--- config.mk ---
export PLATFORM = sky130hd
export DESIGN_NAME = sdram_front_end
export DESIGN_NICKNAME = d
export VERILOG_FILES = /design/src/logic/sdram_front_pkg.sv /design/src/logic/burst_if.sv /design/src/logic/sdram_arbiter_fsm.sv /design/src/logic/beat_counter.sv /design/src/logic/read_line_cache.sv /design/src/logic/stream_write_buffer.sv /design/src/logic/sdram_front_end.sv
export SDC_FILE = /design/constraint.sdc
export NUM_CORES = 1
export LEC_CHECK = 0
export BUFFER_PORTS_ARGS = -buffer_cell sky130_fd_sc_hd__clkbuf_2
export CORE_UTILIZATION = 54
export DETAILED_ROUTE_END_ITERATION = 6
export GPL_TIMING_DRIVEN = 0
export HOLD_SLACK_MARGIN = 0.08
export PLACE_DENSITY_LB_ADDON = 0.12
export SLEW_MARGIN = 5
export SYNTH_ARGS = -nofsm -noshare
export SYNTH_HDL_FRONTEND = slang
export SYNTH_HIERARCHICAL = 1
export SYNTH_SLANG_ARGS = --single-unit
--- constraint.sdc ---
create_clock -name clk -period 12.6 [get_ports clk]
set_input_delay 1.26 -clock clk [delete_from_list [all_inputs] [get_ports clk]]
set_output_delay 1.26 -clock clk [all_outputs]
set_load 0.1 [all_outputs]
--- src/logic/sdram_front_pkg.sv ---
`default_nettype none

package sdram_front_pkg;

  localparam int addr_w = 20;  // word address
  localparam int data_w = 16;

  typedef logic [addr_w-1:0] addr_t;
  typedef logic [data_w-1:0] data_t;
  typedef logic [9:0]        burst_len_t;  // controller burst port

  localparam int cache_words_default  = 4;
  localparam int stream_words_default = 16;

  // burst kinds, in the order the arbiter prefers them
  typedef enum logic [1:0] {
    OP_NONE,
    OP_LINE_READ,
    OP_WORD_WRITE,
    OP_LINE_FLUSH
  } op_e;

  typedef enum logic [1:0] {
    ST_IDLE,
    ST_REQUEST,
    ST_TRANSFER,
    ST_RELEASE
  } fsm_state_e;

endpackage

`default_nettype wire

--- src/logic/burst_if.sv ---
`timescale 1ns/100ps
`default_nettype none

interface burst_if;
  import sdram_front_pkg::*;

  op_e        op;          // burst in progress
  logic       start;       // one cycle at issue
  logic       beat;        // wr or rd strobe from controller
  logic [9:0] beat_index;
  logic       last_beat;

  modport arbiter (output op, output start, input beat_index, input last_beat);
  modport counter (input start, input op, input beat, output beat_index, output last_beat);
  modport sink (input op, input start, input beat, input beat_index, input last_beat);

endinterface

`default_nettype wire

--- src/logic/sdram_arbiter_fsm.sv ---
`timescale 1ns/100ps
`default_nettype none

module sdram_arbiter_fsm #(
  parameter int cache_words  = sdram_front_pkg::cache_words_default,
  parameter int stream_words = sdram_front_pkg::stream_words_default
) (
  input  logic                        clk,
  input  logic                        sys_rst_n,
  input  logic                        read_req,
  input  logic                        write_req,
  input  logic                        flush_pending,
  input  logic                        read_hit,
  input  sdram_front_pkg::addr_t      address,
  input  sdram_front_pkg::data_t      data_in,
  input  sdram_front_pkg::addr_t      flush_addr,
  input  sdram_front_pkg::data_t      flush_word,
  output logic                        read_ack,
  output logic                        write_ack,
  output logic                        busy,
  output logic                        mem_wr_req,
  output logic                        mem_rd_req,
  output sdram_front_pkg::addr_t      mem_wr_addr,
  output sdram_front_pkg::addr_t      mem_rd_addr,
  output sdram_front_pkg::burst_len_t mem_wr_burst,
  output sdram_front_pkg::burst_len_t mem_rd_burst,
  output sdram_front_pkg::data_t      mem_din,
  burst_if.arbiter                    bus
);
  import sdram_front_pkg::*;

  fsm_state_e state;
  op_e        op;
  op_e        next_op;
  logic       start;
  logic       read_req_q;
  logic       write_req_q;
  logic       read_rise_q;
  logic       rd_pend;
  logic       wr_pend;

  // read miss first, then single write, then flush
  always_comb begin
    if (rd_pend) next_op = OP_LINE_READ;
    else if (wr_pend) next_op = OP_WORD_WRITE;
    else if (flush_pending) next_op = OP_LINE_FLUSH;
    else next_op = OP_NONE;
  end

  assign bus.op    = op;
  assign bus.start = start;
  assign mem_din   = (op == OP_LINE_FLUSH) ? flush_word : data_in;  // taken on each wr beat

  always_ff @(posedge clk or negedge sys_rst_n) begin
    if (!sys_rst_n) begin
      state        <= ST_IDLE;
      op           <= OP_NONE;
      start        <= 1'b0;
      busy         <= 1'b0;
      read_req_q   <= 1'b0;
      write_req_q  <= 1'b0;
      read_rise_q  <= 1'b0;
      rd_pend      <= 1'b0;
      wr_pend      <= 1'b0;
      read_ack     <= 1'b0;
      write_ack    <= 1'b0;
      mem_wr_req   <= 1'b0;
      mem_rd_req   <= 1'b0;
      mem_wr_addr  <= '0;
      mem_rd_addr  <= '0;
      mem_wr_burst <= '0;
      mem_rd_burst <= '0;
    end else begin
      read_req_q  <= read_req;
      write_req_q <= write_req;
      read_rise_q <= read_req && !read_req_q;  // registered edge
      start       <= 1'b0;
      write_ack   <= 1'b0;
      if (read_rise_q) begin
        if (read_hit) read_ack <= 1'b1;  // hit needs no burst
        else rd_pend <= 1'b1;
      end
      if (write_req && !write_req_q) wr_pend <= 1'b1;
      if (!read_req) read_ack <= 1'b0;
      case (state)
        ST_IDLE: begin
          if (next_op != OP_NONE) begin
            state <= ST_REQUEST;
            op    <= next_op;
            start <= 1'b1;
            busy  <= 1'b1;
            case (next_op)
              OP_LINE_READ: begin
                rd_pend      <= 1'b0;
                mem_rd_req   <= 1'b1;
                mem_rd_addr  <= address & ~addr_t'(cache_words - 1);  // line aligned
                mem_rd_burst <= burst_len_t'(cache_words);
              end
              OP_WORD_WRITE: begin
                wr_pend      <= 1'b0;
                mem_wr_req   <= 1'b1;
                mem_wr_addr  <= address;
                mem_wr_burst <= burst_len_t'(1);
              end
              default: begin
                mem_wr_req   <= 1'b1;
                mem_wr_addr  <= flush_addr;
                mem_wr_burst <= burst_len_t'(stream_words);
              end
            endcase
          end
        end
        ST_REQUEST: state <= ST_TRANSFER;
        ST_TRANSFER: begin
          if (bus.last_beat) begin
            state      <= ST_RELEASE;
            mem_wr_req <= 1'b0;  // low the cycle after the last beat
            mem_rd_req <= 1'b0;
            if (op == OP_LINE_READ) read_ack <= 1'b1;
            if (op == OP_WORD_WRITE) write_ack <= 1'b1;
          end
        end
        ST_RELEASE: begin
          state <= ST_IDLE;
          op    <= OP_NONE;
          busy  <= 1'b0;
        end
        default: state <= ST_IDLE;
      endcase
    end
  end

endmodule

`default_nettype wire

--- src/logic/beat_counter.sv ---
`timescale 1ns/100ps
`default_nettype none

module beat_counter #(
  parameter int cache_words  = sdram_front_pkg::cache_words_default,
  parameter int stream_words = sdram_front_pkg::stream_words_default
) (
  input  logic     clk,
  input  logic     sys_rst_n,
  burst_if.counter bus
);
  import sdram_front_pkg::*;

  logic [9:0] beat_index;
  logic [9:0] last_index;

  always_comb begin
    case (bus.op)
      OP_LINE_READ:  last_index = 10'(cache_words - 1);
      OP_LINE_FLUSH: last_index = 10'(stream_words - 1);
      default:       last_index = '0;  // single word
    endcase
  end

  always_ff @(posedge clk or negedge sys_rst_n) begin
    if (!sys_rst_n) begin
      beat_index <= '0;
    end else if (bus.start) begin
      beat_index <= '0;
    end else if (bus.beat) begin
      beat_index <= beat_index + 10'd1;
    end
  end

  assign bus.beat_index = beat_index;
  assign bus.last_beat  = bus.beat && (bus.op != OP_NONE) && (beat_index == last_index);

endmodule

`default_nettype wire

--- src/logic/read_line_cache.sv ---
`timescale 1ns/100ps
`default_nettype none

module read_line_cache #(
  parameter int cache_words = sdram_front_pkg::cache_words_default
) (
  input  logic                   clk,
  input  logic                   sys_rst_n,
  input  sdram_front_pkg::addr_t address,
  input  sdram_front_pkg::data_t mem_dout,
  input  logic                   write_seen,
  output logic                   read_hit,
  output sdram_front_pkg::data_t data_out,
  burst_if.sink                  bus
);
  import sdram_front_pkg::*;

  localparam int off_w = $clog2(cache_words);

  data_t line [cache_words];
  addr_t tag;  // line base address
  addr_t line_base;
  logic  valid;
  logic  fill_beat;

  assign line_base = address & ~addr_t'(cache_words - 1);
  assign fill_beat = bus.beat && (bus.op == OP_LINE_READ);

  always_ff @(posedge clk) begin
    if (bus.start && bus.op == OP_LINE_READ) tag <= line_base;
    if (fill_beat) line[bus.beat_index[off_w-1:0]] <= mem_dout;
  end

  always_ff @(posedge clk or negedge sys_rst_n) begin
    if (!sys_rst_n) begin
      valid <= 1'b0;
    end else begin
      if (bus.start && bus.op == OP_LINE_READ) valid <= 1'b0;  // refill under way
      if (fill_beat && bus.last_beat) valid <= 1'b1;
      if (write_seen) valid <= 1'b0;  // any write may hit the line
    end
  end

  assign read_hit = valid && (tag == line_base);
  assign data_out = line[address[off_w-1:0]];

endmodule

`default_nettype wire

--- src/logic/stream_write_buffer.sv ---
`timescale 1ns/100ps
`default_nettype none

module stream_write_buffer #(
  parameter int stream_words = sdram_front_pkg::stream_words_default
) (
  input  logic                   clk,
  input  logic                   sys_rst_n,
  input  sdram_front_pkg::addr_t address,
  input  sdram_front_pkg::data_t data_in,
  input  logic                   stream_latch,
  input  logic                   stream_en,
  output sdram_front_pkg::addr_t stream_address,
  output logic                   stream_ready,
  output logic                   flush_pending,
  output sdram_front_pkg::addr_t flush_addr,
  output sdram_front_pkg::data_t flush_word,
  burst_if.sink                  bus
);
  import sdram_front_pkg::*;

  localparam int off_w = $clog2(stream_words);

  data_t front [stream_words];
  data_t back  [stream_words];
  addr_t stream_addr_r;
  addr_t cur_addr;
  logic  line_end;

  assign cur_addr = stream_latch ? address : stream_addr_r;  // latch wins
  assign line_end = &cur_addr[off_w-1:0];

  always_ff @(posedge clk or negedge sys_rst_n) begin
    if (!sys_rst_n) begin
      stream_addr_r <= '0;
    end else if (stream_en) begin
      stream_addr_r <= cur_addr + addr_t'(1);
    end
  end

  // last word goes straight to the back buffer
  always_ff @(posedge clk) begin
    if (stream_en) begin
      front[cur_addr[off_w-1:0]] <= data_in;
      if (line_end) begin
        for (int i = 0; i < stream_words; i++) begin
          back[i] <= front[i];
        end
        back[stream_words-1] <= data_in;
        flush_addr           <= cur_addr & ~addr_t'(stream_words - 1);
      end
    end
  end

  always_ff @(posedge clk or negedge sys_rst_n) begin
    if (!sys_rst_n) begin
      flush_pending <= 1'b0;
    end else begin
      if (bus.last_beat && bus.op == OP_LINE_FLUSH) flush_pending <= 1'b0;
      if (stream_en && line_end) flush_pending <= 1'b1;
    end
  end

  assign stream_address = stream_addr_r;
  assign stream_ready   = !(flush_pending && line_end);  // back buffer still busy
  assign flush_word     = back[bus.beat_index[off_w-1:0]];

endmodule

`default_nettype wire

--- src/logic/sdram_front_end.sv ---
`timescale 1ns/100ps
`default_nettype none

module sdram_front_end #(
  parameter int cache_words  = sdram_front_pkg::cache_words_default,
  parameter int stream_words = sdram_front_pkg::stream_words_default
) (
  input  logic                        clk,
  input  logic                        sys_rst_n,
  input  sdram_front_pkg::addr_t      address,
  input  sdram_front_pkg::data_t      data_in,
  output sdram_front_pkg::data_t      data_out,
  input  logic                        read_req,
  output logic                        read_ack,
  input  logic                        write_req,
  output logic                        write_ack,
  input  logic                        stream_latch,
  input  logic                        stream_en,
  output sdram_front_pkg::addr_t      stream_address,
  output logic                        stream_ready,
  output logic                        busy,
  output logic                        mem_wr_req,
  input  logic                        mem_wr_ack,
  output sdram_front_pkg::addr_t      mem_wr_addr,
  output sdram_front_pkg::burst_len_t mem_wr_burst,
  output sdram_front_pkg::data_t      mem_din,
  output logic                        mem_rd_req,
  input  logic                        mem_rd_ack,
  output sdram_front_pkg::addr_t      mem_rd_addr,
  output sdram_front_pkg::burst_len_t mem_rd_burst,
  input  sdram_front_pkg::data_t      mem_dout
);
  import sdram_front_pkg::*;

  logic  read_hit;
  logic  flush_pending;
  logic  write_seen;
  addr_t flush_addr;
  data_t flush_word;

  burst_if bus ();

  assign bus.beat   = mem_wr_ack | mem_rd_ack;  // only one burst runs at a time
  assign write_seen = write_req | stream_en;

  sdram_arbiter_fsm #(
    .cache_words  (cache_words),
    .stream_words (stream_words)
  ) u_arbiter (
    .clk           (clk),
    .sys_rst_n     (sys_rst_n),
    .read_req      (read_req),
    .write_req     (write_req),
    .flush_pending (flush_pending),
    .read_hit      (read_hit),
    .address       (address),
    .data_in       (data_in),
    .flush_addr    (flush_addr),
    .flush_word    (flush_word),
    .read_ack      (read_ack),
    .write_ack     (write_ack),
    .busy          (busy),
    .mem_wr_req    (mem_wr_req),
    .mem_rd_req    (mem_rd_req),
    .mem_wr_addr   (mem_wr_addr),
    .mem_rd_addr   (mem_rd_addr),
    .mem_wr_burst  (mem_wr_burst),
    .mem_rd_burst  (mem_rd_burst),
    .mem_din       (mem_din),
    .bus           (bus.arbiter)
  );

  beat_counter #(
    .cache_words  (cache_words),
    .stream_words (stream_words)
  ) u_counter (
    .clk       (clk),
    .sys_rst_n (sys_rst_n),
    .bus       (bus.counter)
  );

  read_line_cache #(
    .cache_words (cache_words)
  ) u_cache (
    .clk        (clk),
    .sys_rst_n  (sys_rst_n),
    .address    (address),
    .mem_dout   (mem_dout),
    .write_seen (write_seen),
    .read_hit   (read_hit),
    .data_out   (data_out),
    .bus        (bus.sink)
  );

  stream_write_buffer #(
    .stream_words (stream_words)
  ) u_stream (
    .clk            (clk),
    .sys_rst_n      (sys_rst_n),
    .address        (address),
    .data_in        (data_in),
    .stream_latch   (stream_latch),
    .stream_en      (stream_en),
    .stream_address (stream_address),
    .stream_ready   (stream_ready),
    .flush_pending  (flush_pending),
    .flush_addr     (flush_addr),
    .flush_word     (flush_word),
    .bus            (bus.sink)
  );

endmodule

`default_nettype wire

==> metrics.cfg <==
[routing]
wl_met1_um = 21700
met3_length_um = 2980
dr_wl_met2_um = 26500
antenna_left = 0
route.detailed.drc = 6
vias = 12800
drt_pass1_iterations = 7
avgViaCountPerCell = 5.78
top_layer = met4
wire_per_inst_um = 23.7
totalWireLength_um = 52300
drt_iter0_drc = 970

[setup_path]
cp-endpoint = mem_din[4]
regToRegEndpoint = u_stream/back[1][9]
arrival_ns = 4.21
cp-startpoint = u_counter/bus.beat_index[1]
reg2regPathDepth = 10
required_ns = 11.34
critical_path_class = flop to primary output
cp_max_fo = 12
start_kind = flop
reg2reg_slack_ns = 9.40
cp-end-kind = primary output
r2r_start = u_stream/stream_address[0]

[clocking]
cts_resized = 0
htreeDepth = 3
cts_tree = built
clk_latency_ns = 0.59
clk_pin_slew_worst_paths_ns = 0.06
cts_buffers = 70
cts.sinks = 682
cts-root-buf = clkbuf_16
clock_path_buffers = 3
cts_hold_buffers = 0
cts_setup_buffers = 0

[global_routing]
first_global_vias = 12800
overflow = 0
grt_max_degree = 52
grt_pass1_wl_um = 78000
antenna_found_initial = 0
grtUsageTotal_pct = 22.2

[sta]
slew_headroom_pct = 24.0
fin_setup_tns_ns = 0
final-hold-violation-count = 0
min_period_ns = 5.47
rsz0062_at_grt = false
worst_pin_slew_ns = 1.14
timing.hold.ws_ns = 0.397
max_freq_mhz = 183
finalCritPeriodShare_pct = 43.4
finClkSkew_ns = 0.0217
setup_viol = 0
slew_viol_final = 0

[floorplan]
die_height_um = 220
core_area_sq_um = 46800
row_count = 79
io_pins = 178
start_util_pct = 55.0
fp.dieArea_sq_um = 48500
die_w_um = 220

[synth]
synth_top_cell_by_area = edfxtp_1
yosys-top-cells-area = edfxtp_1, dfrtp_1, mux4_2
ys_types = 75
yosysSeqAreaShare_pct = 78.0
ys_ff_latch = 682
syn_avg_cell_area_sq_um = 20.1
synthTopCellsByCount = edfxtp_1, mux4_2, dfrtp_1, mux2_2, nand2_1
ys.flop_type = edfxtp_1
yosysWarnings = 6
synth-async-reset-ratio_pct = 12.9
synth-edff-count = 594
synth_area_sq_um = 25700
synthCells = 1279
synth.most_common_cell = edfxtp_1
post-synth-top-area-fraction_pct = 69.4

[outcome]
violations = DRC
status = finished, violations left

[power]
power_leakage_nw = 10.4
power_density_nw_per_um2 = 222
vdd_drop_max_uv = 245

[cells_and_area]
final_nets = 1619
n_fill_cell = 3203
multiInputGateArea_sq_um = 5290
drive_above_1_share_pct = 31.4
antennaDiodeCount = 0
area_growth_pct = 17.0
register_area_sq_um = 20000
stdcell_count = 2213
fin_area_sq_um = 30100

[flow_run]
drv_cap = 0

[placement]
hpwl_um = 33200
portBuffers = 157
dpl-instance-area_sq_um = 27900
place_inst = 2085
routabilityCongestion = 0.860

[min_path]
hold_class = flop to flop

-- cells in the final DEF (no fill, tap or decap), drive strengths merged, types with 6 or more instances in the layout --
cell    synthesis  final
clkinv          1     29
clkbuf         16    261
nand3          10     10
mux2i          25     25
nor2           38     38
nand2b         15     15
o31ai          11     11
xnor2          19     19
conb            2     23
edfxtp        594    594
a21oi          30     30
inv            25     29
nand4b         15     15
o21ai          39     39
mux2           45     45
buf            55     76
a221o          11     11
nand4          15     15
ha              9      9
xor2            6      6
dfrtp          88     88
nand2          41     41
mux4           96     96
-- through the flow --
| stage | utilization, % | worst slack [ns] | power (mW) |
|---|---|---|---|
| 2_1_floorplan | - | 2.87 | 4.28 |
| 3_3_place_gp | 58.5 | 0.105 | 4.70 |
| 5_1_grt | 64.3 | 7.06 | 6.92 |
| 4_1_cts | 64.3 | 7.09 | 6.74 |
| 6_report | 64.3 | 7.13 | 6.67 |
| 3_5_place_dp | 59.6 | 7.33 | 4.74 |
-- where the power goes --
part / leakage [nW] / internal (mW) / switching (mW)
Sequential: 6.43 / 2.66 / 0.117
Combinational: 2.91 / 0.542 / 1.36
Clock: 1.08 / 1.16 / 0.833
-- how the worst min path moves through the flow --
stage / from / to / cells after the start
3_3_place_gp: u_arbiter/read_req_q / u_arbiter/read_rise_q / 1
5_1_grt: u_stream/front[0][7] / u_stream/back[0][7] / 0
4_1_cts: u_arbiter/read_req_q / u_arbiter/read_rise_q / 1
2_1_floorplan: u_arbiter/read_req_q / u_arbiter/read_rise_q / 1
6_report: u_arbiter/read_req_q / u_arbiter/read_rise_q / 1
3_5_place_dp: u_arbiter/read_req_q / u_arbiter/read_rise_q / 1
-- registers in the layout, indices dropped and copies added, names as in the netlist, 2 cells and up --
register                  cells
u_counter/bus.beat_index     10
u_cache/line                 64
u_arbiter/mem_wr_addr        20
u_arbiter/mem_rd_addr        18
u_arbiter/mem_wr_burst        2
u_stream/flush_addr          16
u_cache/tag                  18
u_stream/stream_address      20
u_stream/back               256
u_arbiter/state               2
u_arbiter/bus.op              2
u_stream/front              240
-- cells by family (layout without fill, tap and decap cells) --
kind of cell / Yosys count / in the layout / synth area share, %
AO/OA/AOI/OAI: 126 / 126 / 3.29
multiplexers: 166 / 166 / 11.4
other: 2 / 23 / 0.0292
XOR/XNOR: 25 / 25 / 0.852
AND/OR/NAND/NOR: 171 / 171 / 3.93
flip-flops: 682 / 682 / 78.0
buffers and inverters: 98 / 404 / 2.14
adder cells (fa/ha/maj): 9 / 9 / 0.438
-- per-layer routing --
| metal | GRT usage (%) | vias to the layer above |
|---|---|---|
| met5 | 0 | - |
| li1 | - | 5645 |
| met3 | 4.14 | 88 |
| met4 | 7.29 | 0 |
| met2 | 37.3 | 381 |
| met1 | 29.4 | 6667 |
-- worst max-delay path, stage by stage, from the launching register on --
cell	delay [ns]
dfrtp_1	0.61
clkbuf_1	0.53
clkbuf_1	0.90
mux4_2	0.44
mux4_2	0.46
mux2_2	0.29
clkbuf_2	0.37
-- final cells by class --
class	count	share of cell area, %
sequential	682	66.6
multi-input combinational	520	17.6
clock buffer	88	6.22
timing repair buffer	178	4.06
tap	607	2.53
buffer	72	1.51
clock inverter	40	1.14
inverter	26	0.324
Power figures use the tool's default switching activity.
